$ cat config.mk
export PLATFORM = sky130hd
export DESIGN_NAME = filterResult
export DESIGN_NICKNAME = d
export VERILOG_FILES = /design/src/design/filterPkg.sv /design/src/design/filterResult.sv
export VERILOG_INCLUDE_DIRS = /design/src /design/src/design
export SDC_FILE = /design/constraint.sdc
export NUM_CORES = 1
export LEC_CHECK = 0
export BUFFER_PORTS_ARGS = -buffer_cell sky130_fd_sc_hd__buf_2
export CAP_MARGIN = 0
export CORE_MARGIN = 2
export CORE_UTILIZATION = 39
export DETAILED_ROUTE_END_ITERATION = 10
export PLACE_DENSITY = 0.83
export RECOVER_POWER = 25
export SYNTH_ARGS = -nofsm -noshare
export SYNTH_HDL_FRONTEND = slang
export SYNTH_SLANG_ARGS = --single-unit
$ cat constraint.sdc
create_clock -name CLK -period 2.5 [get_ports CLK]
set_clock_uncertainty 0.15 [all_clocks]
set_input_delay 0.25 -clock CLK [delete_from_list [all_inputs] [get_ports CLK]]
set_output_delay 0.25 -clock CLK [all_outputs]
set_load 0.01 [all_outputs]
$ cat src/design/filterSettings.svh
`ifndef FILTER_SETTINGS_SVH
`define FILTER_SETTINGS_SVH

// image held on chip
`define IMG_W 16
`define IMG_H 16

// grayscale pixel width
`define PIX_BITS 8

// reduced raster in clocks per line and lines per frame
`define H_TOTAL 24
`define V_TOTAL 20
`define H_SYNC 2
`define V_SYNC 1

// signed convolution sum
`define ACC_BITS 16

// start to done in clocks
// three beats per pixel plus memory, execute and result stages
`define PASS_LATENCY (3 * `IMG_W * `IMG_H + 3)

`endif

$ cat src/design/filterPkg.sv
`include "filterSettings.svh"

package filterPkg;
	typedef logic [`PIX_BITS-1:0] pixelT;
	typedef logic [$clog2(`IMG_W * `IMG_H)-1:0] pixAddrT;
	typedef logic [3:0] coordT;
	typedef logic signed [`ACC_BITS-1:0] accT;

	typedef enum logic [1:0] {
		kernIdentity = 2'd0,
		kernBlur = 2'd1,
		kernSharpen = 2'd2,
		kernEdge = 2'd3
	} kernelT;

	typedef enum logic {
		stIdle,
		stSweep
	} sweepStateT;

	// rows indexed 0 above, 1 same, 2 below
	typedef struct packed {
		logic valid;
		pixAddrT [2:0] rowAddr;
		logic [1:0] beat;
		pixAddrT pixAddr;
		kernelT kernel;
	} rowReadT;

	typedef struct packed {
		logic valid;
		pixelT [2:0] pix;
		logic [1:0] beat;
		pixAddrT pixAddr;
		kernelT kernel;
	} tapBeatT;

	typedef struct packed {
		logic valid;
		accT sum;
		pixAddrT pixAddr;
		kernelT kernel;
	} sumT;

	typedef struct packed {
		logic valid;
		pixAddrT pixAddr;
		pixelT pixel;
	} resultWriteT;
endpackage

$ cat src/design/filterResult.sv
`include "filterSettings.svh"

module filterResult (
	input logic CLK,
	input logic reset,
	input filterPkg::sumT sum,
	output filterPkg::resultWriteT resultWrite,
	output logic done
);
	import filterPkg::*;

	localparam accT pixMax = accT'((1 << `PIX_BITS) - 1);
	localparam pixAddrT lastAddr = pixAddrT'(`IMG_W * `IMG_H - 1);

	logic [2:0] shiftAmt;
	accT shifted;
	pixelT clamped;

	// divisor per kernel, only blur normalises
	always_comb begin
		case (sum.kernel)
			kernBlur: shiftAmt = 3'd4;
			default: shiftAmt = 3'd0;
		endcase
	end

	// arithmetic shift keeps negative sums negative
	always_comb begin
		shifted = sum.sum >>> shiftAmt;
		if (shifted < 0) begin
			clamped = '0;
		end else if (shifted > pixMax) begin
			clamped = '1;
		end else begin
			clamped = pixelT'(shifted);
		end
	end

	always_ff @(posedge CLK) begin
		resultWrite.pixAddr <= sum.pixAddr;
		resultWrite.pixel <= clamped;
		if (reset) begin
			resultWrite.valid <= 1'b0;
			done <= 1'b0;
		end else begin
			resultWrite.valid <= sum.valid;
			// same cycle as the last pixel write
			done <= sum.valid && (sum.pixAddr == lastAddr);
		end
	end
endmodule

==> results.md <==
* Worst EP arrival at around 1.4 ns
* Gpl congestion at 0.750
* GRT Total Usage at 0.176
* YS warnings at 0
* Critical path capture point type: flip-flop
* Synth area leader: dfxtp_1
* RSZ-0062 raised after global routing: false
* DRT Pass-1 Iters at 3
* Full die area at 0.00184 mm²
* Row count at 14
* Fillers at 125
* Post-route cell area at 933 µm²
* Slew @ Worst Pin at roughly 0.57 ns
* Finish-stage setup viols at 0
* Sum Neg Setup Slack at 0 ns
* Final Total Pwr at 552 µW
* Hold WS at between 0.09 and 0.1 ns
* Initial Util at 0.406
* Critical path, cell by cell: buf_2 -> nor4_4 -> and2_1 -> a221oi_1
* Clock Pin Slew Worst Setup and Hold Paths at 0.09 ns
* CP max-delay cell: nor4_4
* Final net count at 140
* Max-slew violations at 0
* Final antenna-violating net count at 0
* Ant diodes at 0
* WS Path Type: input port to flip-flop
* PwrDens at 591 mW/mm²
* DRT iter0 DRCs at 5
* Max VDD drop at 0.000271 V
* Tmin final at 1.41 ns
* DR vias/cell at 4.98
* CTS tree: yes
* Setup Slack @ Placement at approximately 0.8 ns
* Synth Area per Inst at 10.7 µm²
* Outcome: finished clean
* Highest clock rate at 0.708 GHz
* Commonest non-fill, non-tap cell in the layout: buf_2
* Wirelength, routed at 1460 µm
* Via count at 627
* Hold path startpoint: sum[26]
* Most frequent cells in the layout: buf_2 (39), dfxtp_1 (18), nor2_1 (16), dlygate4sd3_1 (9), a221oi_1 (8)
* Crit share post-route at 0.565
* Buf/Inv on CP at 1
* Post-synth cell types at 13
* Final WS setup at ~1.1 ns
* Post-CTS Resized at 0
* Crit path largest cell delay at 0.50 ns
* Hold Path Sink: done
* LEAKAGE at 0.437 nW
* Area Growth Syn to Fin at 58.1%
* MaxCap Viol Count at 0
* Htree depth at 1
* Number of global-route vias before repair at 558
* Synth top area cells: dfxtp_1 (61%), a221oi_1 (12%), nor2_1 (10%)
* Core box area at 0.00145 mm²
* Nature of the critical path startpoint: input port
* IO Pins at 47
* Area of placed instances at 815 µm²
* Clk buf depth at 2
* CTS Buf Count at 3
* Pin count of the biggest net entering global routing at 11
* Post-CTS setup buffers at 0
* Max FO, Critical Path at 9
* Crit path required time at 2.49 ns
* Hold Path Class: input port to flip-flop
* Clock sink total at 18
* Drt wl/cell at 11.6 µm
* Post-synthesis cell count at 55
* Initial antenna violation count at 0
* Clk root buf: clkbuf_4
* CP delay by family, top: simple AND/OR/NAND/NOR gates
* Worst slew margin at 0.622
* # DRC at 0
* Sequential share of the synthesized area at 0.610
* Netlist Area Pre-Place at 591 µm²
* IO Port Bufs at 46
* Gr ovfl total at 0
* Area share of the largest cell type after synthesis at 0.610
* Number of cells on the worst hold path at 2
* Die X at around 43 µm
* Layout cells sized above 1 at 0.409
* Die height at roughly 43 µm
* Mapped Nets at 84
* Number of synthesized register bits at 18
* Fin. Hold Viols at 0
* First-pass GRT wire length at 2450 µm
## sequential cells by signal, indices dropped and copies added, names as in the netlist
| signal | count |
|---|---|
| resultWrite | 17 |
| done | 1 |
## cell families (layout without fill, tap and decap cells)
logic type / Yosys count / count (layout) / synth area share
AND/OR/NAND/NOR: 25 / 25 / 0.227
buffers and inverters: 4 / 59 / 0.0445
flip-flops: 18 / 18 / 0.610
AO/OA/AOI/OAI: 8 / 8 / 0.119
## layer usage
| layer | part of all wire | vias up | wire [µm] | track usage |
|---|---|---|---|---|
| met5 | 0 | - | 0 | 0 |
| met4 | 0.0041 | 0 | 6 | 0.0563 |
| met3 | 0.13 | 2 | 188 | 0.0468 |
| met2 | 0.48 | 37 | 697 | 0.294 |
| met1 | 0.39 | 281 | 570 | 0.218 |
| li1 | - | 307 | - | - |
## through the flow
stage | cells | utilization
CTS | 126 | 0.647
floorplan | 55 | -
detailed placement | 113 | 0.560
finish | 126 | 0.642
global route | 126 | 0.642
global placement | 113 | 0.560
## synth_stat cells
master / number
nor4_4: 1
and2_1: 1
nor4b_1: 1
nor2_1: 16
nand4_1: 2
nor4_1: 1
a221oi_1: 8
buf_6: 1
nand2b_1: 1
buf_4: 1
nor2b_1: 2
buf_1: 2
dfxtp_1: 18
## final cells by class
class / instances / area [µm²] / share of cell area
flip-flops and latches: 18 / 360 / 0.386
repair buffers: 55 / 313 / 0.335
multi-input cells: 33 / 204 / 0.218
clock buffers: 4 / 36.3 / 0.0389
well taps: 16 / 20.0 / 0.0214
## timing repair
| item | in CTS | in global routing |
|---|---|---|
| endpoints found under the setup margin | 0 | 0 |
| endpoints found under the hold margin | 10 | 0 |
| hold buffers | 9 | 0 |
## where the power goes
part	internal [mW]	leakage (nW)	switching [mW]	total (mW)
Clock	0.0885	0.0210	0.0785	0.167
Sequential	0.301	0.151	0.00290	0.304
Combinational	0.0419	0.265	0.0386	0.0805
## worst max-delay path by stage
stage / from / endpoint / slack (ns) / depth (start not counted)
3_3_place_gp: sum[25] / resultWrite[1] / 0.85 / 4
3_5_place_dp: sum[25] / resultWrite[4] / 0.80 / 4
5_1_grt: sum[25] / resultWrite[6] / 0.99 / 4
4_1_cts: sum[25] / resultWrite[4] / 1.11 / 4
2_1_floorplan: sum[25] / resultWrite[0] / 1.05 / 5
6_report: sum[25] / resultWrite[2] / 1.09 / 4
(Power assumes the default switching activity.)
