[config.mk]
export PLATFORM = sky130hd
export DESIGN_NAME = filterDecode
export DESIGN_NICKNAME = d
export VERILOG_FILES = /design/src/design/filterPkg.sv /design/src/design/filterDecode.sv
export VERILOG_INCLUDE_DIRS = /design/src /design/src/design
export SDC_FILE = /design/constraint.sdc
export NUM_CORES = 1
export LEC_CHECK = 0
export BUFFER_PORTS_ARGS = -buffer_cell sky130_fd_sc_hd__buf_2
export CAP_MARGIN = 20
export CORE_MARGIN = 5
export CORE_UTILIZATION = 47
export CTS_BUF_LIST = sky130_fd_sc_hd__clkbuf_8
export DETAILED_ROUTE_END_ITERATION = 12
export GPL_TIMING_DRIVEN = 0
export HOLD_SLACK_MARGIN = 0.06
export PLACE_DENSITY = 0.95
export SLEW_MARGIN = 0
export SYNTH_ARGS = -nofsm -noshare
export SYNTH_HDL_FRONTEND = slang
export SYNTH_SLANG_ARGS = --single-unit
[constraint.sdc]
create_clock -name CLK -period 5.25 [get_ports CLK]
set_input_delay 1.05 -clock CLK [delete_from_list [all_inputs] [get_ports CLK]]
set_output_delay 1.05 -clock CLK [all_outputs]
set_load 0.03 [all_outputs]
[src/design/filterSettings.svh]
`ifndef FILTER_SETTINGS_SVH
`define FILTER_SETTINGS_SVH

// image held on chip
`define IMG_W 16
`define IMG_H 16

// grayscale pixel width
`define PIX_BITS 8

// reduced raster in clocks per line and lines per frame
`define H_TOTAL 24
`define V_TOTAL 20
`define H_SYNC 2
`define V_SYNC 1

// signed convolution sum
`define ACC_BITS 16

// start to done in clocks
// three beats per pixel plus memory, execute and result stages
`define PASS_LATENCY (3 * `IMG_W * `IMG_H + 3)

`endif

[src/design/filterPkg.sv]
`include "filterSettings.svh"

package filterPkg;
	typedef logic [`PIX_BITS-1:0] pixelT;
	typedef logic [$clog2(`IMG_W * `IMG_H)-1:0] pixAddrT;
	typedef logic [3:0] coordT;
	typedef logic signed [`ACC_BITS-1:0] accT;

	typedef enum logic [1:0] {
		kernIdentity = 2'd0,
		kernBlur = 2'd1,
		kernSharpen = 2'd2,
		kernEdge = 2'd3
	} kernelT;

	typedef enum logic {
		stIdle,
		stSweep
	} sweepStateT;

	// rows indexed 0 above, 1 same, 2 below
	typedef struct packed {
		logic valid;
		pixAddrT [2:0] rowAddr;
		logic [1:0] beat;
		pixAddrT pixAddr;
		kernelT kernel;
	} rowReadT;

	typedef struct packed {
		logic valid;
		pixelT [2:0] pix;
		logic [1:0] beat;
		pixAddrT pixAddr;
		kernelT kernel;
	} tapBeatT;

	typedef struct packed {
		logic valid;
		accT sum;
		pixAddrT pixAddr;
		kernelT kernel;
	} sumT;

	typedef struct packed {
		logic valid;
		pixAddrT pixAddr;
		pixelT pixel;
	} resultWriteT;
endpackage

[src/design/filterDecode.sv]
`include "filterSettings.svh"

module filterDecode (
	input logic CLK,
	input logic reset,
	input logic kernel1,
	input logic kernel2,
	input logic kernel3,
	input logic identity,
	input logic start,
	output logic busy,
	output filterPkg::rowReadT readReq,
	input filterPkg::pixelT [2:0] readPixels,
	output filterPkg::tapBeatT tapBeat
);
	import filterPkg::*;

	localparam coordT lastX = coordT'(`IMG_W - 1);
	localparam coordT lastY = coordT'(`IMG_H - 1);

	kernelT buttonKernel;
	kernelT nextKernel;
	kernelT passKernel;
	sweepStateT state;
	coordT x;
	coordT y;
	coordT col;
	coordT rowUp;
	coordT rowDown;
	logic [1:0] beat;
	logic lastBeat;
	logic tapValid;
	logic [1:0] tapBeatNum;
	pixAddrT tapAddr;
	kernelT tapKernel;

	function automatic pixAddrT toAddr(coordT cx, coordT cy);
		return pixAddrT'(cy * `IMG_W + cx);
	endfunction

	// kernel1 wins over kernel2, kernel2 over kernel3, kernel3 over identity
	always_comb begin
		nextKernel = buttonKernel;
		if (kernel1) begin
			nextKernel = kernBlur;
		end else if (kernel2) begin
			nextKernel = kernSharpen;
		end else if (kernel3) begin
			nextKernel = kernEdge;
		end else if (identity) begin
			nextKernel = kernIdentity;
		end
	end

	always_ff @(posedge CLK) begin
		if (reset) begin
			buttonKernel <= kernIdentity;
		end else begin
			buttonKernel <= nextKernel;
		end
	end

	assign lastBeat = (beat == 2'd2) && (x == lastX) && (y == lastY);
	assign busy = (state == stSweep);

	// raster sweep, three column beats per pixel
	always_ff @(posedge CLK) begin
		if (reset) begin
			state <= stIdle;
			x <= '0;
			y <= '0;
			beat <= '0;
			passKernel <= kernIdentity;
		end else begin
			case (state)
				stIdle: begin
					// kernel frozen here for the whole pass
					if (start) begin
						state <= stSweep;
						x <= '0;
						y <= '0;
						beat <= '0;
						passKernel <= nextKernel;
					end
				end
				stSweep: begin
					if (beat == 2'd2) begin
						beat <= '0;
						if (x == lastX) begin
							x <= '0;
							y <= (y == lastY) ? '0 : y + 1'b1;
						end else begin
							x <= x + 1'b1;
						end
						if (lastBeat) begin
							state <= stIdle;
						end
					end else begin
						beat <= beat + 2'd1;
					end
				end
				default: state <= stIdle;
			endcase
		end
	end

	// neighbours past the border reuse the edge coordinate
	always_comb begin
		case (beat)
			2'd0: col = (x == '0) ? x : x - 1'b1;
			2'd2: col = (x == lastX) ? x : x + 1'b1;
			default: col = x;
		endcase
		rowUp = (y == '0) ? y : y - 1'b1;
		rowDown = (y == lastY) ? y : y + 1'b1;
	end

	always_comb begin
		readReq.valid = (state == stSweep);
		readReq.rowAddr[0] = toAddr(col, rowUp);
		readReq.rowAddr[1] = toAddr(col, y);
		readReq.rowAddr[2] = toAddr(col, rowDown);
		readReq.beat = beat;
		readReq.pixAddr = toAddr(x, y);
		readReq.kernel = passKernel;
	end

	// request fields follow the one-cycle memory read
	always_ff @(posedge CLK) begin
		if (reset) begin
			tapValid <= 1'b0;
		end else begin
			tapValid <= readReq.valid;
		end
		tapBeatNum <= readReq.beat;
		tapAddr <= readReq.pixAddr;
		tapKernel <= readReq.kernel;
	end

	always_comb begin
		tapBeat.valid = tapValid;
		tapBeat.pix = readPixels;
		tapBeat.beat = tapBeatNum;
		tapBeat.pixAddr = tapAddr;
		tapBeat.kernel = tapKernel;
	end
endmodule

==> impl_metrics.yaml, run 1 <==
status:
  outcome: "completed"
floorplanning:
  core_um2: 3340
  ios: 106
  initial_core_util_pct: 48.4
  std_cell_rows: 21
  fp.dieH_um: 68.6
  die-area_um2: 4710
  die_x_um: 68.6
worst_setup_path:
  start_kind: "register"
  cpPeakStageDelay_ns: 0.51
  crit_path_frequent_cell: "ha_1"
  crit_type: "register to output port"
  path_cells: "ha_1 -> and3_1 -> buf_6 -> inv_4 -> ha_1 -> a2bb2oi_1 -> o2bb2ai_1 -> buf_4 -> buf_2"
  crit_required_ns: 4.20
  critPathSlowestCell: "dfxtp_1"
  arrival_ns: 2.37
  critPathMaxFanout: 9
  regToRegSetupSlack_ns: 3.59
  critPathCaptureType: "output port"
timing:
  holdWs_ns: 0.373
  min_period_over_period_pct: 65.1
  timing.final.crit_period_ns: 3.42
  skew_ns: 0.00178
  setup_viol: 0
  slew_headroom_pct: 65.4
  max_freq_mhz: 292
  fin_tns_setup_ns: 0
  hold_violations: 0
  slew_violations: 0
  rsz0062_at_grt: "no"
  tightest_slew_ns: 0.512
cells_and_area:
  num-fill-cells: 293
  num-nets-final: 307
  drive_above_1_share_pct: 48.9
  syn2layout_area_growth_pct: 31.2
  postLayoutCoreUtil_pct: 63.5
  antennaDiodeCount: 0
  final_area_um2: 2120
yosys:
  synth.top_cell.area_share_pct: 34.7
  netlist-cell-type-count: 46
  synthCells: 184
  synth.avg_cell_area_um2: 8.77
  synth_edf_count: 0
  syn_area_um2: 1610
  synth.area.top_cells: "dfxtp_1, buf_4, ha_1"
  synth_common_cells: "buf_4, dfxtp_1, a21oi_1"
  ys_seq_area_share_pct: 34.7
  yosysTopAreaCell: "dfxtp_1"
  synthMostInstantiatedCell: "buf_4"
  synth_warnings: 0
  synthArstFlopShare_pct: 0
  ys_ff_latch: 28
  synth_ff_type: "dfxtp_1"
  synth_nets: 221
global_routing:
  antenna_found_initial: 0
  grt-ovfl-total: 0
  gr-usage-all-layers_pct: 16.3
  grt_max_degree: 15
  grt_pass1_wl_um: 6000
  grt_pass1_vias: 1387
pwr:
  ir_drop_v: 0.000119
  total_power_mw: 0.425
  p_per_area_nw_per_um2: 201
  p_leak_nw: 1.15
clock_network:
  numClockSinks: 28
  clockRootBuffer: "clkbuf_8"
  clock_tree.buffer_depth: 2
  clk_latency_ns: 0.27
  cts_tree: "yes"
  ctsResizeCount: 0
  htree_levels: 1
  clk_pin_slew_ns: 0.09
  cts_setup_buffers: 0
  cts_hold_buffers: 0
  cts_made_buffers: 3
route:
  drt-total-wl_um: 3920
  drcViolationCount: 0
  drtIter0Drc: 84
  wl_per_cell_um: 12.5
  via_per_inst: 4.95
  ant_nets: 0
  vias: 1555
  drt_first_pass_iters: 4
worst_hold_path:
  min_path_type: "register to register"
place:
  place.gp.congestion: 0.797
  dp_hpwl_um: 3100
  dpl-instance-area_um2: 2080
  port_buffers: 81
flow_run:
  drv_cap: 0
registers in the layout (all words and copies together) (netlist names):
register,cells
y,4
busy,1
tapValid,1
passKernel,2
tapBeatNum,2
tapKernel,2
buttonKernel,2
beat,2
x,4
tapAddr,8
metrics by stage:
stage	instances	setup WS, ns
3_5_place_dp	311	2.14
4_1_cts	314	1.84
5_1_grt	314	1.66
6_report	314	1.83
3_3_place_gp	311	2.18
2_1_floorplan	184	1.77
cell usage in the layout, fill, tap and decap left out, types with 4 or more instances in the layout:
master   count
buf_6        4
buf_2       82
nand2_1      9
dfxtp_1     28
nor2b_1      4
a21oi_1     14
buf_4       38
nand3_1      8
nor2_1       6
ha_1         6
inv_1       10
per-layer routing:
layer  vias to the layer above  track usage [%]  routed length, um
li1                        775                -                  -
met1                       694             20.2               1590
met2                        79             28.0               1920
met3                         7             3.24                368
met4                         0             5.46                 39
met5                         -                0                  0
report_power, final:
group | total (mW) | switching (mW) | leakage (nW) | internal, mW
logic | 0.0899 | 0.0553 | 0.899 | 0.0346
clock network | 0.114 | 0.0623 | 0.0216 | 0.0515
registers | 0.221 | 0.00336 | 0.228 | 0.218
final cells by class:
cell class              instances  area (um2)  area share (%)
flip-flops and latches         28         561            26.5
clock buffers                   3        41.3            1.95
multi-input cells              99         663            31.3
plain buffers                  46         347            16.4
repair buffers                 81         405            19.1
inverters                      11        43.8            2.07
well taps                      46        57.6            2.72
worst max-delay path, delay by kind of cell, from the launching register on:
kind,cells,cell delay (ns)
flops,1,0.51
buf+inv,4,0.51
compound gates,2,0.34
simple gates,1,0.19
fa+ha+maj,2,0.55
kinds of logic after synthesis:
family,after synthesis,synth area share [%]
AOI/OAI and AO/OA,38,16.4
xor gates and xnor gates,1,0.543
adders and majority gates,6,4.65
buffers and inverters,57,24.2
DFF,28,34.7
muxes,3,1.86
and+or+nand+nor,51,17.7
worst paths after layout:
check,cells past startpoint,endpoint,from
hold / removal,0,tapKernel[0],passKernel[0]
hold reg to reg,0,tapKernel[0],passKernel[0]
setup / recovery,9,readReq[20],x[1]
setup reg to reg,5,y[0],y[0]
No activity file was read; power rests on OpenSTA's default activity.
==> run 2: changes to the inputs <==
- CORE_UTILIZATION: 47 -> 39
- PLACE_DENSITY: 0.95 -> 0.85
- clock period: 5.25 -> 3.1 ns (I/O delays scaled with it)
==> run 2 against run 1 <==
Critical path depth stayed put. Setup slack got worse by 1.6 ns. Design area increased by 1.8%. Cell count rose by 1.6%. First-iteration DRC count grew 63%. Count of clock-buffer cells in the layout did not move. Critical endpoint unchanged. Largest power group unchanged.
==> impl_metrics.yaml, run 2 (synthesized netlist as in run 1, its figures left out) <==
route:
  drt_first_pass_iters: 4
  drtIter0Drc: 137
  drt-total-wl_um: 3880
  vias: 1538
  wl_per_cell_um: 12.2
  ant_nets: 0
  drcViolationCount: 0
  via_per_inst: 4.82
status:
  outcome: "completed"
timing:
  rsz0062_at_grt: "no"
  setup_viol: 0
  min_period_over_period_pct: 92.5
  max_freq_mhz: 349
  fin_tns_setup_ns: 0
  slew_headroom_pct: 69.6
  skew_ns: 0.00318
  slew_violations: 0
  hold_violations: 0
  tightest_slew_ns: 0.455
  timing.final.crit_period_ns: 2.87
pwr:
  switching_power_mw: 0.208
  pwr-share-comb_pct: 18.8
  p_clk_share_pct: 34.8
  total_power_mw: 0.808
  p_int_mw: 0.600
  ir_drop_v: 0.000356
  p_seq_share_pct: 46.3
  p_leak_nw: 1.16
  p_per_area_nw_per_um2: 375
  p_sw_share_pct: 25.7
worst_setup_path:
  crit_required_ns: 2.48
  critPathMaxFanout: 9
  start_kind: "register"
  critPathCaptureType: "output port"
  arrival_ns: 2.25
  crit_type: "register to output port"
worst_hold_path:
  min_path_type: "register to register"
clock_network:
  clock_tree.buffer_depth: 2
  clk_pin_slew_ns: 0.09
  clk_latency_ns: 0.27
  numClockSinks: 28
  cts_tree: "yes"
  cts_hold_buffers: 0
  cts_made_buffers: 3
  htree_levels: 1
  clockRootBuffer: "clkbuf_8"
floorplanning:
  core_um2: 4000
  die-area_um2: 5520
  die_x_um: 74.3
  ios: 106
  fp.dieH_um: 74.3
  initial_core_util_pct: 40.4
  std_cell_rows: 23
cells_and_area:
  largest_reg_flops: 8
  final_common_cell: "buf_2"
  mostFrequentLayoutCells: "buf_2, buf_4, dfxtp_1, a21oi_1, inv_1"
  final_area_um2: 2160
  postLayoutCoreUtil_pct: 53.9
  top_register: "tapAddr"
  syn2layout_area_growth_pct: 33.6
  drive_above_1_share_pct: 49.8
  antennaDiodeCount: 0
  num-nets-final: 307
  largestRegisters: "tapAddr: 8 flops, x: 4 flops, y: 4 flops"
global_routing:
  grt_pass1_wl_um: 6180
  gr-usage-all-layers_pct: 14.0
  grt_pass1_vias: 1407
  busiest_layer: "met2"
  grt_max_degree: 17
  grt-ovfl-total: 0
  grt_use_met1_pct: 17.6
  antenna_found_initial: 0
  grt_use_met2_pct: 23.6
  grtUsageMet3_pct: 4.46
place:
  dpl-instance-area_um2: 2080
  place.gp.congestion: 0.826
  port_buffers: 81
  dp_hpwl_um: 3070
flow_run:
  drv_cap: 0
run 2: cell count changes in the layout (fill, tap and decap cells not counted):
| cell | before | now |
|---|---|---|
| dfxtp_2 | 0 | 2 |
| bufinv_16 | 0 | 1 |
| dfxtp_1 | 28 | 26 |
run 2: final timing paths:
path,start,end,slack (ns),depth (start not counted)
worst max-delay path,x[1],readReq[20],0.23,9
worst min-delay path,passKernel[0],tapKernel[0],0.38,0
worst max register to register,y[0],y[0],1.50,5
worst min register to register,passKernel[0],tapKernel[0],0.38,0
run 2: critical path, stage by stage (launching register included):
cell and delay, ns:
dfxtp_2 0.43, ha_1 0.24, and3_1 0.19, buf_6 0.12, inv_4 0.06, ha_1 0.27
a2bb2oi_1 0.13, o2bb2ai_1 0.22, buf_4 0.14, buf_2 0.18
run 2: layer usage:
layer / routed length (um) / vias up / part of all wire, %
li1: - / 775 / -
met1: 1600 / 679 / 41
met2: 1810 / 82 / 47
met3: 459 / 2 / 12
met4: 20 / 0 / 0.51
met5: 0 / - / 0
run 2: final cells by class:
cell class,count,area [um2]
Fill cell,373,1840
Multi-Input combinational cell,99,663
Sequential cell,28,563
Timing Repair Buffer,81,405
Buffer,46,347
Tap cell,50,62.6
Inverter,11,43.8
Clock buffer,3,41.3
Clock inverter,1,30.0
run 2: what timing repair did:
item / CTS / global route
endpoints found under the hold margin: 0 / 0
buffers inserted: 0 / 0
endpoints found under the setup margin: 0 / 2
gates resized for setup: 0 / 2
run 2: per-stage QoR:
step	worst slack, ns	hold slack (ns)	std cells
CTS	0.0935	0.380	319
detailed placement	0.409	0.366	315
floorplan	0.0507	0.495	184
finish	0.231	0.376	319
global placement	0.423	0.361	315
global route	0.0897	0.397	319
run 2: power by group through the flow:
stage	Clock, mW	Sequential (mW)	Combinational (mW)
2_1_floorplan	0	0.396	0.101
3_3_place_gp	0	0.383	0.152
3_5_place_dp	0	0.383	0.153
4_1_cts	0.291	0.375	0.154
5_1_grt	0.304	0.376	0.164
6_report	0.282	0.374	0.152
