## config.mk

```make
export PLATFORM = sky130hd
export DESIGN_NAME = scanOut
export DESIGN_NICKNAME = d
export VERILOG_FILES = /design/src/design/filterPkg.sv /design/src/design/scanOut.sv
export VERILOG_INCLUDE_DIRS = /design/src /design/src/design
export SDC_FILE = /design/constraint.sdc
export NUM_CORES = 1
export LEC_CHECK = 0
export BUFFER_PORTS_ARGS = -buffer_cell sky130_fd_sc_hd__buf_2
export CAP_MARGIN = 15
export CORE_MARGIN = 5
export CORE_UTILIZATION = 40
export DETAILED_ROUTE_END_ITERATION = 6
export HOLD_SLACK_MARGIN = 0.08
export PLACE_DENSITY = 0.74
export RECOVER_POWER = 50
export SLEW_MARGIN = 20
export SYNTH_ARGS = -nofsm -noshare
export SYNTH_HDL_FRONTEND = slang
export SYNTH_SLANG_ARGS = --single-unit
```

## constraint.sdc

```tcl
create_clock -name CLK -period 1.92 [get_ports CLK]
set_input_delay 0.192 -clock CLK [delete_from_list [all_inputs] [get_ports CLK]]
set_output_delay 0.192 -clock CLK [all_outputs]
set_load 0.02 [all_outputs]
```

## src/design/filterSettings.svh

```systemverilog
`ifndef FILTER_SETTINGS_SVH
`define FILTER_SETTINGS_SVH

// image held on chip
`define IMG_W 16
`define IMG_H 16

// grayscale pixel width
`define PIX_BITS 8

// reduced raster in clocks per line and lines per frame
`define H_TOTAL 24
`define V_TOTAL 20
`define H_SYNC 2
`define V_SYNC 1

// signed convolution sum
`define ACC_BITS 16

// start to done in clocks
// three beats per pixel plus memory, execute and result stages
`define PASS_LATENCY (3 * `IMG_W * `IMG_H + 3)

`endif

```

## src/design/filterPkg.sv

```systemverilog
`include "filterSettings.svh"

package filterPkg;
	typedef logic [`PIX_BITS-1:0] pixelT;
	typedef logic [$clog2(`IMG_W * `IMG_H)-1:0] pixAddrT;
	typedef logic [3:0] coordT;
	typedef logic signed [`ACC_BITS-1:0] accT;

	typedef enum logic [1:0] {
		kernIdentity = 2'd0,
		kernBlur = 2'd1,
		kernSharpen = 2'd2,
		kernEdge = 2'd3
	} kernelT;

	typedef enum logic {
		stIdle,
		stSweep
	} sweepStateT;

	// rows indexed 0 above, 1 same, 2 below
	typedef struct packed {
		logic valid;
		pixAddrT [2:0] rowAddr;
		logic [1:0] beat;
		pixAddrT pixAddr;
		kernelT kernel;
	} rowReadT;

	typedef struct packed {
		logic valid;
		pixelT [2:0] pix;
		logic [1:0] beat;
		pixAddrT pixAddr;
		kernelT kernel;
	} tapBeatT;

	typedef struct packed {
		logic valid;
		accT sum;
		pixAddrT pixAddr;
		kernelT kernel;
	} sumT;

	typedef struct packed {
		logic valid;
		pixAddrT pixAddr;
		pixelT pixel;
	} resultWriteT;
endpackage

```

## src/design/scanOut.sv

```systemverilog
`include "filterSettings.svh"

module scanOut (
	input logic CLK,
	input logic reset,
	output filterPkg::pixAddrT scanAddr,
	input filterPkg::pixelT scanPixel,
	output logic hsync,
	output logic vsync,
	output logic videoActive,
	output filterPkg::pixelT r,
	output filterPkg::pixelT g,
	output filterPkg::pixelT b
);
	import filterPkg::*;

	localparam int hBits = $clog2(`H_TOTAL);
	localparam int vBits = $clog2(`V_TOTAL);

	logic [hBits-1:0] hCount;
	logic [vBits-1:0] vCount;
	logic active;
	logic hsyncRaw;
	logic vsyncRaw;
	pixelT gray;

	// raster position
	always_ff @(posedge CLK) begin
		if (reset) begin
			hCount <= '0;
			vCount <= '0;
		end else if (hCount == hBits'(`H_TOTAL - 1)) begin
			hCount <= '0;
			vCount <= (vCount == vBits'(`V_TOTAL - 1)) ? '0 : vCount + 1'b1;
		end else begin
			hCount <= hCount + 1'b1;
		end
	end

	// image sits top left, sync pulses at the end of line and frame
	assign active = (hCount < hBits'(`IMG_W)) && (vCount < vBits'(`IMG_H));
	assign hsyncRaw = !(hCount >= hBits'(`H_TOTAL - `H_SYNC));
	assign vsyncRaw = !(vCount >= vBits'(`V_TOTAL - `V_SYNC));
	assign scanAddr = active ? pixAddrT'(vCount * `IMG_W + hCount) : '0;

	// one cycle late to line up with the memory read
	always_ff @(posedge CLK) begin
		if (reset) begin
			hsync <= 1'b1;
			vsync <= 1'b1;
			videoActive <= 1'b0;
		end else begin
			hsync <= hsyncRaw;
			vsync <= vsyncRaw;
			videoActive <= active;
		end
	end

	// black outside the image
	assign gray = videoActive ? scanPixel : '0;
	assign r = gray;
	assign g = gray;
	assign b = gray;
endmodule

```

==> summary.md, run 1 <==
| Metric | Value |
|---|---|
| Run status | `finished, final reports clean` |
| Area contributors post-synth | `sky130_fd_sc_hd__dfxtp_1 (30%), sky130_fd_sc_hd__buf_4 (17%), sky130_fd_sc_hd__and2_1 (10%)` |
| Cell count after synthesis | `99` |
| Slew Limit Fails | `0` |
| Final worst hold slack | `0.222 ns` |
| Net switching power of the design | `roughly 170 uW` |
| Worst Setup Path Type | `register to output pin` |
| Worst Path Buf+Inv | `1` |
| Min cycle time layout | `1.72 ns` |
| Class of the worst hold path | `primary input to register` |
| Floorplan die height | `56.3 um` |
| Number of buffers created by CTS | `3` |
| Leading cell types by count after synthesis | `sky130_fd_sc_hd__buf_4 (19), sky130_fd_sc_hd__and2_1 (14), sky130_fd_sc_hd__dfxtp_1 (13)` |
| Non-filler cells in the finished layout | `roughly 150` |
| Final hold viol count | `0` |
| Number of rows in the core area | `16` |
| Pin count of the biggest net entering global routing | `14` |
| TritonCTS clock tree | `built` |
| Worst stage delay on the critical path | `0.39 ns` |
| Sequential share of the synthesized area | `30.4%` |
| Clock-pin slew reported for the worst setup and hold paths after clock tree synthesis | `around 0.08 ns` |
| Total of flip-flops plus latches after synthesis | `13` |
| Filler cell count | `between 200 and 250` |
| Global-route wire length before repair | `~3 mm` |
| Fin worst setup slack | `0.201 ns` |
| Detail Route Antenna Nets | `0` |
| Clock sink count | `13` |
| Avg Vias per Cell | `4.98` |
| Number of detailed-routing iterations run before antenna repair | `4` |
| Main flop type after synthesis | `sky130_fd_sc_hd__dfxtp_1` |
| Gates resized, CTS repair | `0` |
| Number of cells after detailed placement | `148` |
| Cell Int Power | `395 uW` |
| Number of DRC markers in iteration 0 | `13` |
| Worst Path Max Fanout | `10` |
| Switching power as a share of total power | `30.5%` |
| Detailed-route wire length | `1.81 mm` |
| Top cell family by delay on the critical path | `adder cells` |
| Max_cap viols | `0` |
| Core Footprint | `2000 um2` |
| Most area-hungry cell type in the Yosys netlist | `sky130_fd_sc_hd__dfxtp_1` |
| Longest Clk Path Bufs | `2` |
| Static leakage | `0.472 nW` |
| Worst slack after detailed placement | `0.350 ns` |
| Fraction of final layout cells with drive strength greater than 1 | `32.0%` |
| Nets@finish | `140` |
| Overall die area | `3160 um2` |
| Logic gate share of total power | `19.1%` |
| Clock root cell | `sky130_fd_sc_hd__clkbuf_4` |
| Power share of the clock group | `30.7%` |
| Number of antenna violations at the first check in global routing | `0` |
| Worst Setup End Kind | `output pin` |
| Actual slew at the worst max-slew pin | `0.325 ns` |
| Synth Net Count | `113` |
| Number of enable flip-flop cells after synthesis | `0` |
| Cell area after technology mapping | `856 um2` |
| Initial standard-cell utilization of the core | `42.8%` |
| Via count of the routed design | `757` |
| All-layer global routing usage | `a little under an eighth` |
| Post-synthesis to final-layout area growth | `13.2%` |
| Post-DP HPWL | `1.45 mm` |
| Max rail drop VDD | `0.431 mV` |
| Number of DRC violations after detailed routing | `0` |
| Post-layout power | `567 uW` |
| Cell with the largest stage delay on the worst path | `sky130_fd_sc_hd__dfxtp_2` |
| CP Cell Sequence | `ha_1 > ha_1 > xnor2_1 > nor3_1 > buf_2` |
| Fraction of the cycle the final worst path needs | `89.5%` |
| Average size of a mapped cell | `8.64 um2` |
| Post-synthesis async set-or-reset flop share | `0%` |
| Buffers inserted during post-CTS setup optimization | `0` |
| Number of warnings reported in the yosys synthesis log | `0` |
| Most repeated cell in the gate-level netlist after synthesis | `sky130_fd_sc_hd__buf_4` |
| Setup TNS Final | `0 ns` |
| Clock latency on the worst-skew pair | `0.29 ns` |
| Slew Limit Headroom | `about 80%` |
| CTS hold repair buffers | `0` |
| Sequential share of power | `between 50% and 60%` |
| Die outline width | `56.3 um` |
| Library cell appearing most often on the critical path | `sky130_fd_sc_hd__ha_1` |
| Sort of element at the start of the critical path | `register` |
| Placer's final routability congestion estimate | `0.781` |
| Unrepaired setup endpoints after global routing | `no` |
| Remaining global-route overflow | `0` |
| Count of buffers inserted at the top-level ports | `44` |
| Setup skew after layout | `0.00507 ns` |
| Pwr per Cell Area | `between 500 and 600 nW/um2` |
| Antenna Diode Count | `0` |
| Maximum achievable frequency | `582 MHz` |
| Share of Yosys cell area claimed by the top area cell type | `a little under a third` |
| Post-synthesis cell type count | `30` |
| Via count of the first global-routing pass | `721` |
| Wirelength per Cell | `about 12 um` |
| WP data arrival | `1.53 ns` |
| Count of endpoints failing setup in the final report | `0` |
| I/O pin total | `45` |
| Worst Path Required | `1.73 ns` |
| CTS H-tree depth | `1` |
## power groups by stage
stage | sequential (mW) | combinational (mW) | clock (mW)
floorplan | 0.288 | 0.0972 | 0
global placement | 0.291 | 0.112 | 0
detailed placement | 0.291 | 0.112 | 0
CTS | 0.285 | 0.113 | 0.183
global route | 0.287 | 0.117 | 0.190
finish | 0.285 | 0.108 | 0.174
## worst register-to-register path: stages (launching register included)
cell	delay, ns
sky130_fd_sc_hd__dfxtp_1	0.37
sky130_fd_sc_hd__ha_1	0.29
sky130_fd_sc_hd__nand4b_4	0.16
sky130_fd_sc_hd__or4b_1	0.52
sky130_fd_sc_hd__a21oi_1	0.15
## cells in the final DEF, fill, tap and decap left out
cell type	instances
sky130_fd_sc_hd__a2111oi_0	1
sky130_fd_sc_hd__a21oi_1	6
sky130_fd_sc_hd__a31oi_1	1
sky130_fd_sc_hd__and2_0	6
sky130_fd_sc_hd__and2_1	8
sky130_fd_sc_hd__and4b_1	1
sky130_fd_sc_hd__buf_2	34
sky130_fd_sc_hd__clkbuf_1	11
sky130_fd_sc_hd__clkbuf_4	3
sky130_fd_sc_hd__dfxtp_1	12
sky130_fd_sc_hd__dfxtp_2	1
sky130_fd_sc_hd__ha_1	4
sky130_fd_sc_hd__inv_1	1
sky130_fd_sc_hd__nand2_1	5
sky130_fd_sc_hd__nand3_1	4
sky130_fd_sc_hd__nand3b_1	1
sky130_fd_sc_hd__nand4_1	1
sky130_fd_sc_hd__nand4b_1	1
sky130_fd_sc_hd__nand4b_4	1
sky130_fd_sc_hd__nand4bb_1	1
sky130_fd_sc_hd__nor2_1	2
sky130_fd_sc_hd__nor2b_1	3
sky130_fd_sc_hd__nor3_1	5
sky130_fd_sc_hd__nor3b_1	1
sky130_fd_sc_hd__o21ai_0	2
sky130_fd_sc_hd__o31ai_1	1
sky130_fd_sc_hd__or3b_1	1
sky130_fd_sc_hd__or3b_2	1
sky130_fd_sc_hd__or4_1	1
sky130_fd_sc_hd__or4b_1	1
sky130_fd_sc_hd__xnor2_1	2
sky130_fd_sc_hd__xor2_1	2
## state kept, by name (all words and copies together) (netlist names)
register / count
videoActive: 1
vCount: 5
hCount: 5
hsync: 1
vsync: 1
## metal layers
metal / global-route usage, % / vias up / share of wire (%)
li1: - / 373 / -
met1: 11.4 / 338 / 38
met2: 20.9 / 44 / 46
met3: 4.82 / 2 / 15
met4: 6.10 / 0 / 1.5
met5: 0 / - / 0
## path summary, 6_finish.rpt
kind / startpoint / to / slack [ns] / cells after the start
worst max register to register: hCount[1] / vCount[3] / 0.36 / 4
worst min register to register: hCount[0] / hCount[0] / 0.48 / 1
worst max-delay path: hCount[4] / scanAddr[6] / 0.20 / 5
worst min-delay path: reset / vCount[1] / 0.22 / 2
## final cells by class
cell class / count / area (um2) / area share, %
Multi-Input combinational cell: 63 / 435 / 45.0
Clock buffer: 4 / 26.3 / 2.71
Timing Repair Buffer: 44 / 208 / 21.4
Inverter: 1 / 3.75 / 0.388
Tap cell: 27 / 33.8 / 3.49
Sequential cell: 13 / 262 / 27.0
## kinds of logic after synthesis
group / after synthesis / share of synthesized area [%]
flops: 13 / 30.4
compound gates: 11 / 7.31
buf+inv: 23 / 18.7
simple gates: 44 / 33.6
fa+ha+maj: 4 / 5.85
xor+xnor: 4 / 4.09
## stage by stage
stage | instance area, um2 | util (%)
after floorplan | 856 | -
after global placement | 953 | 47.6
after detailed placement | 953 | 47.6
after CTS | 980 | 48.9
after global routing | 968 | 48.4
final | 968 | 48.4
(Power assumes the default switching activity.)
==> run 2: changes to the inputs <==
CTS_BUF_LIST = sky130_fd_sc_hd__clkbuf_8   (was default)
==> run 2 against run 1 <==
Clock skew fell by 0.0036 ns. Register-to-register slack lost 0.02 ns. Non-clock buffer count is the same. Clock-buffer cell count decreased by 1. Combinational power about the same. Via count increased by 2.0%. Die area unchanged. Clock power up 39%. Routed wire length rose by 3.4%. Critical endpoint unchanged.
==> summary.md, run 2 (same netlist as run 1, synthesis figures left out) <==
| Metric | Value |
|---|---|
| Number of antenna violations at the first check in global routing | `0 (unchanged)` |
| Worst Setup Path Type | `register to output pin (unchanged)` |
| Gates resized, CTS repair | `0 (unchanged)` |
| Longest Clk Path Bufs | `2 (unchanged)` |
| Library cell appearing most often on the critical path | `sky130_fd_sc_hd__ha_1 (unchanged)` |
| All-layer global routing usage | `11.8% (was 11.7%)` |
| Die outline width | `56.3 um (unchanged)` |
| Min cycle time layout | `1.67 ns (was 1.72 ns)` |
| Remaining global-route overflow | `0 (unchanged)` |
| WP data arrival | `1.48 ns (was 1.53 ns)` |
| Placer's final routability congestion estimate | `0.781 (unchanged)` |
| Nets@finish | `140 (unchanged)` |
| Antenna Diode Count | `0 (unchanged)` |
| Number of detailed-routing iterations run before antenna repair | `5 (was 4)` |
| Core Footprint | `2000 um2 (unchanged)` |
| Sort of element at the start of the critical path | `register (unchanged)` |
| Sequential share of power | `45.1% (was 50.2%)` |
| Pwr per Cell Area | `645 nW/um2 (was 586 nW/um2)` |
| Core Util, Final | `49.1% (was 48.4%)` |
| Net switching power of the design | `179 uW (was 173 uW)` |
| I/O pin total | `45 (unchanged)` |
| Worst Setup End Kind | `output pin (unchanged)` |
| Clock-pin slew reported for the worst setup and hold paths after clock tree synthesis | `0.05 ns (was 0.08 ns)` |
| Slew Limit Headroom | `77.4% (was 77.8%)` |
| Worst Path Required | `1.73 ns (about the same)` |
| Number of buffers created by CTS | `3 (unchanged)` |
| Floorplan die height | `56.3 um (unchanged)` |
| Clock root cell | `sky130_fd_sc_hd__clkbuf_8 (was sky130_fd_sc_hd__clkbuf_4)` |
| Count of buffers inserted at the top-level ports | `44 (unchanged)` |
| CP Cell Sequence | `ha_1 > ha_1 > xnor2_1 > nor3_1 > buf_2 (unchanged)` |
| Post-DP HPWL | `1.45 mm (unchanged)` |
| Post-synthesis to final-layout area growth | `14.8% (was 13.2%)` |
| Slew Limit Fails | `0 (unchanged)` |
| Detailed-route wire length | `1.87 mm (was 1.81 mm)` |
| Clock sink count | `13 (unchanged)` |
| Pin count of the biggest net entering global routing | `14 (unchanged)` |
| Switching power as a share of total power | `28.2% (was 30.5%)` |
| Initial standard-cell utilization of the core | `42.8% (unchanged)` |
| Depth of the worst register-to-register path | `4 (unchanged)` |
| Fraction of final layout cells with drive strength greater than 1 | `28.8% (was 32.0%)` |
| Maximum achievable frequency | `598 MHz (was 582 MHz)` |
| Avg Vias per Cell | `5.08 (was 4.98)` |
| Via count of the routed design | `772 (was 757)` |
| Cell Int Power | `455 uW (was 395 uW)` |
| Detail Route Antenna Nets | `0 (unchanged)` |
| Setup TNS Final | `0 ns (unchanged)` |
| Fraction of the cycle the final worst path needs | `87.0% (was 89.5%)` |
| Registers with the highest flip-flop counts | `hCount: 5 flops, vCount: 5 flops (unchanged)` |
| Global-route wire length before repair | `3.04 mm (was 3.02 mm)` |
| Logic gate share of total power | `16.9% (was 19.1%)` |
| Top library cells by usage in the layout, fill and taps aside | `sky130_fd_sc_hd__buf_2 (30), sky130_fd_sc_hd__clkbuf_1 (14), sky130_fd_sc_hd__dfxtp_1 (12), sky130_fd_sc_hd__and2_1 (8) (was sky130_fd_sc_hd__buf_2 (34), sky130_fd_sc_hd__dfxtp_1 (12), sky130_fd_sc_hd__clkbuf_1 (11), sky130_fd_sc_hd__and2_1 (8))` |
| Class of the worst hold path | `primary input to register (unchanged)` |
| Number of DRC markers in iteration 0 | `16 (was 13)` |
| Worst Path Max Fanout | `10 (unchanged)` |
| Buffers inserted during post-CTS setup optimization | `0 (unchanged)` |
| Power share of the clock group | `38.0% (was 30.7%)` |
| Number of rows in the core area | `16 (unchanged)` |
| Commonest non-fill, non-tap cell in the layout | `sky130_fd_sc_hd__buf_2 (unchanged)` |
| WHS Path Cells | `2 (unchanged)` |
| Run status | `finished, final reports clean (unchanged)` |
| Final hold viol count | `0 (unchanged)` |
| Setup skew after layout | `0.00144 ns (was 0.00507 ns)` |
| Via count of the first global-routing pass | `717 (was 721)` |
| Overall die area | `3160 um2 (unchanged)` |
| Worst stage delay on the critical path | `0.38 ns (was 0.39 ns)` |
| Number of DRC violations after detailed routing | `0 (unchanged)` |
| Count of endpoints failing setup in the final report | `0 (unchanged)` |
| Cell with the largest stage delay on the worst path | `sky130_fd_sc_hd__dfxtp_2 (unchanged)` |
| Max rail drop VDD | `0.517 mV (was 0.431 mV)` |
| Static leakage | `0.469 nW (was 0.472 nW)` |
| CTS H-tree depth | `1 (unchanged)` |
| CTS hold repair buffers | `0 (unchanged)` |
| Wirelength per Cell | `12.3 um (was 11.9 um)` |
| TritonCTS clock tree | `built (unchanged)` |
| Clock latency on the worst-skew pair | `0.25 ns (was 0.29 ns)` |
| Unrepaired setup endpoints after global routing | `no (unchanged)` |
| Max_cap viols | `0 (unchanged)` |
| Actual slew at the worst max-slew pin | `0.330 ns (was 0.325 ns)` |
==> run 2: routing by layer <==
| layer | vias up | track usage [%] | part of all wire (%) |
|---|---|---|---|
| li1 | 377 | - | - |
| met1 | 342 | 11.6 | 39 |
| met2 | 48 | 20.9 | 44 |
| met3 | 5 | 4.82 | 16 |
| met4 | 0 | 6.10 | 1.8 |
| met5 | - | 0 | 0 |
==> run 2: layout make-up <==
type / count / area [um2]
Multi-Input combinational cell: 63 / 435
Tap cell: 27 / 33.8
Sequential cell: 13 / 262
Inverter: 1 / 3.75
Clock buffer: 3 / 41.3
Clock inverter: 1 / 3.75
Fill cell: 209 / 1020
Timing Repair Buffer: 44 / 203
==> run 2: power groups by stage <==
stage / Combinational (mW) / Sequential, mW / Clock [mW]
after floorplan: 0.0972 / 0.288 / 0
after global placement: 0.112 / 0.291 / 0
after detailed placement: 0.112 / 0.291 / 0
after CTS: 0.113 / 0.285 / 0.246
after global routing: 0.116 / 0.287 / 0.256
final: 0.107 / 0.286 / 0.241
==> run 2: through the flow <==
stage	cell area, um2	hold slack, ns	setup WS, ns	cells	total power [mW]
2_1_floorplan	856	0.268	0.445	99	0.385
3_3_place_gp	953	0.459	0.391	148	0.402
3_5_place_dp	953	0.471	0.350	148	0.404
4_1_cts	998	0.261	0.116	152	0.645
5_1_grt	982	0.277	0.127	152	0.659
6_report	982	0.263	0.249	152	0.633
==> run 2: worst max-delay path, delay by kind of cell (launching register included) <==
kind	cells	cell delay, ns
xor+xnor	1	0.12
fa+ha+maj	2	0.43
simple gates	1	0.12
flops	1	0.38
buf+inv	1	0.18
==> run 2: worst paths after layout <==
kind              startpoint          end  slack (ns)
setup reg to reg   hCount[1]    vCount[3]        0.34
hold reg to reg    hCount[0]    hCount[0]        0.48
setup / recovery   hCount[4]  scanAddr[6]        0.25
hold / removal         reset    hCount[2]        0.26
==> run 3: changes to the inputs <==
PLACE_DENSITY = default   (was 0.74)
PLACE_DENSITY_LB_ADDON = 0.1   (was default)
==> run 3 against run 2 <==
Critical path type unchanged. Via count shrank 7.5%. Sequential share of layout area shrank 0.13 points. Power grew 2.7%. Maximum frequency shrank 6.6%. Worst setup slack lost 0.12 ns. Core utilization is the same. Clock-buffer cell count is the same. Non-clock buffer count is the same.
==> summary.md, run 3 (same netlist as run 1, synthesis figures left out) <==
| Metric | Value |
|---|---|
| Antenna Diode Count | `0 (unchanged)` |
| Number of antenna violations at the first check in global routing | `0 (unchanged)` |
| WP data arrival | `1.60 ns (was 1.48 ns)` |
| Power share of the clock group | `39.6% (was 38.0%)` |
| Number of DRC markers in iteration 0 | `12 (was 16)` |
| Crit Reg-Reg Startpoint | `hCount[0] (was hCount[1])` |
| Register area | `260 um2 (was 262 um2)` |
| Nets@finish | `140 (unchanged)` |
| Sort of element at the start of the critical path | `register (unchanged)` |
| Net switching power of the design | `193 uW (was 179 uW)` |
| Filler cell count | `208 (was 209)` |
| Number of detailed-routing iterations run before antenna repair | `4 (was 5)` |
| Number of rows in the core area | `16 (unchanged)` |
| Final hold viol count | `0 (unchanged)` |
| TritonCTS clock tree | `built (unchanged)` |
| Worst stage delay on the critical path | `0.53 ns (was 0.38 ns)` |
| CTS H-tree depth | `1 (unchanged)` |
| Logic gate share of total power | `16.4% (was 16.9%)` |
| Setup slack of the most critical reg-to-reg path | `0.33 ns (was 0.34 ns)` |
| Number of DRC violations after detailed routing | `0 (unchanged)` |
| Worst Path Buf+Inv | `1 (unchanged)` |
| I/O pin total | `45 (unchanged)` |
| Switching power as a share of total power | `29.7% (was 28.2%)` |
| Class of the worst hold path | `primary input to register (unchanged)` |
| Core Footprint | `2000 um2 (unchanged)` |
| Die outline width | `56.3 um (unchanged)` |
| CTS hold repair buffers | `0 (unchanged)` |
| Overall die area | `3160 um2 (unchanged)` |
| Initial standard-cell utilization of the core | `42.8% (unchanged)` |
| Detail Route Antenna Nets | `0 (unchanged)` |
| Buffers inserted during post-CTS setup optimization | `0 (unchanged)` |
| Commonest non-fill, non-tap cell in the layout | `sky130_fd_sc_hd__buf_2 (unchanged)` |
| Clock latency on the worst-skew pair | `0.25 ns (about the same)` |
| Hold wc startpoint | `reset (unchanged)` |
| Cell with the largest stage delay on the worst path | `sky130_fd_sc_hd__dfxtp_1 (was sky130_fd_sc_hd__dfxtp_2)` |
| Pin count of the biggest net entering global routing | `14 (unchanged)` |
| All-layer global routing usage | `12.5% (was 11.8%)` |
| Pwr per Cell Area | `662 nW/um2 (was 645 nW/um2)` |
| Count of buffers inserted at the top-level ports | `44 (unchanged)` |
| Crit. Startpoint | `hCount[4] (unchanged)` |
| Top library cells by usage in the layout, fill and taps aside | `sky130_fd_sc_hd__buf_2 (30), sky130_fd_sc_hd__clkbuf_1 (14), sky130_fd_sc_hd__dfxtp_1 (13), sky130_fd_sc_hd__and2_1 (8) (was sky130_fd_sc_hd__buf_2 (30), sky130_fd_sc_hd__clkbuf_1 (14), sky130_fd_sc_hd__dfxtp_1 (12), sky130_fd_sc_hd__and2_1 (8))` |
| Multi-input logic area | `435 um2 (unchanged)` |
| Actual slew at the worst max-slew pin | `0.340 ns (was 0.330 ns)` |
| Unrepaired setup endpoints after global routing | `no (unchanged)` |
| Maximum achievable frequency | `559 MHz (was 598 MHz)` |
| Post-layout power | `650 uW (was 633 uW)` |
| Gates resized, CTS repair | `0 (unchanged)` |
| Slew Limit Fails | `0 (unchanged)` |
| Worst Setup Path Type | `register to output pin (unchanged)` |
| Count of endpoints failing setup in the final report | `0 (unchanged)` |
| Setup TNS Final | `0 ns (unchanged)` |
| Sequential share of power | `44.0% (was 45.1%)` |
| Run status | `finished, final reports clean (unchanged)` |
| Fraction of final layout cells with drive strength greater than 1 | `28.8% (unchanged)` |
| Placer's final routability congestion estimate | `0.738 (was 0.781)` |
| Worst Path Max Fanout | `10 (unchanged)` |
| Clock-pin slew reported for the worst setup and hold paths after clock tree synthesis | `0.06 ns (was 0.05 ns)` |
| CP Cell Sequence | `ha_1 > nand3_1 > xor2_1 > nor3_1 > buf_2 (was ha_1 > ha_1 > xnor2_1 > nor3_1 > buf_2)` |
| Longest Clk Path Bufs | `2 (unchanged)` |
| Setup skew after layout | `0.00107 ns (was 0.00144 ns)` |
| Fraction of the cycle the final worst path needs | `93.2% (was 87.0%)` |
| Static leakage | `0.468 nW (was 0.469 nW)` |
| Max rail drop VDD | `0.482 mV (was 0.517 mV)` |
| Floorplan die height | `56.3 um (unchanged)` |
| Worst Setup End Kind | `output pin (unchanged)` |
| Final worst hold slack | `0.262 ns (was 0.263 ns)` |
| Detailed-route wire length | `1.87 mm (about the same)` |
| Number of buffers created by CTS | `3 (unchanged)` |
| Via count of the first global-routing pass | `667 (was 717)` |
| Global-route wire length before repair | `3.06 mm (was 3.04 mm)` |
| Cell Int Power | `457 uW (was 455 uW)` |
| Slew Limit Headroom | `76.8% (was 77.4%)` |
| Remaining global-route overflow | `0 (unchanged)` |
| Clock root cell | `sky130_fd_sc_hd__clkbuf_8 (unchanged)` |
| Registers with the highest flip-flop counts | `hCount: 5 flops, vCount: 5 flops (unchanged)` |
| Worst Path Required | `1.73 ns (about the same)` |
| Clock sink count | `13 (unchanged)` |
| Avg Vias per Cell | `4.70 (was 5.08)` |
| Via count of the routed design | `714 (was 772)` |
| Min cycle time layout | `1.79 ns (was 1.67 ns)` |
| Max_cap viols | `0 (unchanged)` |
| Wirelength per Cell | `12.3 um (about the same)` |
| Post-synthesis to final-layout area growth | `14.8% (unchanged)` |
| Top cell family by delay on the critical path | `flip-flops (was adder cells)` |
| Post-DP HPWL | `1.38 mm (was 1.45 mm)` |
-- run 3: changes by cell type in the layout (fill, tap and decap cells not counted), sizes merged --
cell    change
inv         -1
clkinv      +1
-- run 3: path summary, 6_finish.rpt --
check | to | cells after the start
max | scanAddr[7] | 5
min | hCount[2] | 2
max reg2reg | vCount[3] | 4
min reg2reg | hCount[0] | 1
-- run 3: layer usage --
metal,up-vias,routed length (um),track usage [%]
met5,-,0,0
met4,0,46,8.14
met3,5,183,6.19
met2,22,885,18.4
met1,310,754,14.3
li1,377,-,-
-- run 3: area by class of cell --
class	count	share of cell area [%]
flip-flops and latches	13	26.5
inverters	1	0.382
clock buffers	3	4.20
repair buffers	44	20.6
multi-input cells	63	44.3
clock inverters	1	0.510
well taps	27	3.44
-- run 3: power by group through the flow --
stage                     combinational, mW  clock, mW  sequential, mW
after global routing                  0.115      0.275           0.287
after CTS                             0.112      0.261           0.286
final                                 0.107      0.257           0.286
after global placement                0.111          0           0.291
after floorplan                      0.0972          0           0.288
after detailed placement              0.112          0           0.292
-- run 3: metrics by stage --
stage | util (%) | cells | area (um2) | setup WS, ns
final | 49.1 | 152 | 982 | 0.131
after global routing | 49.1 | 152 | 982 | 0.0100
after CTS | 49.9 | 152 | 1000 | 0.127
after detailed placement | 47.6 | 148 | 953 | 0.350
after global placement | 47.6 | 148 | 953 | 0.395
after floorplan | - | 99 | 856 | 0.445
-- run 3: worst reg2reg max path: cells and delay by family (launching register included) --
family	cells	cell delay (ns)
fa+ha+maj	1	0.30
compound gates	1	0.15
flops	1	0.38
simple gates	2	0.69
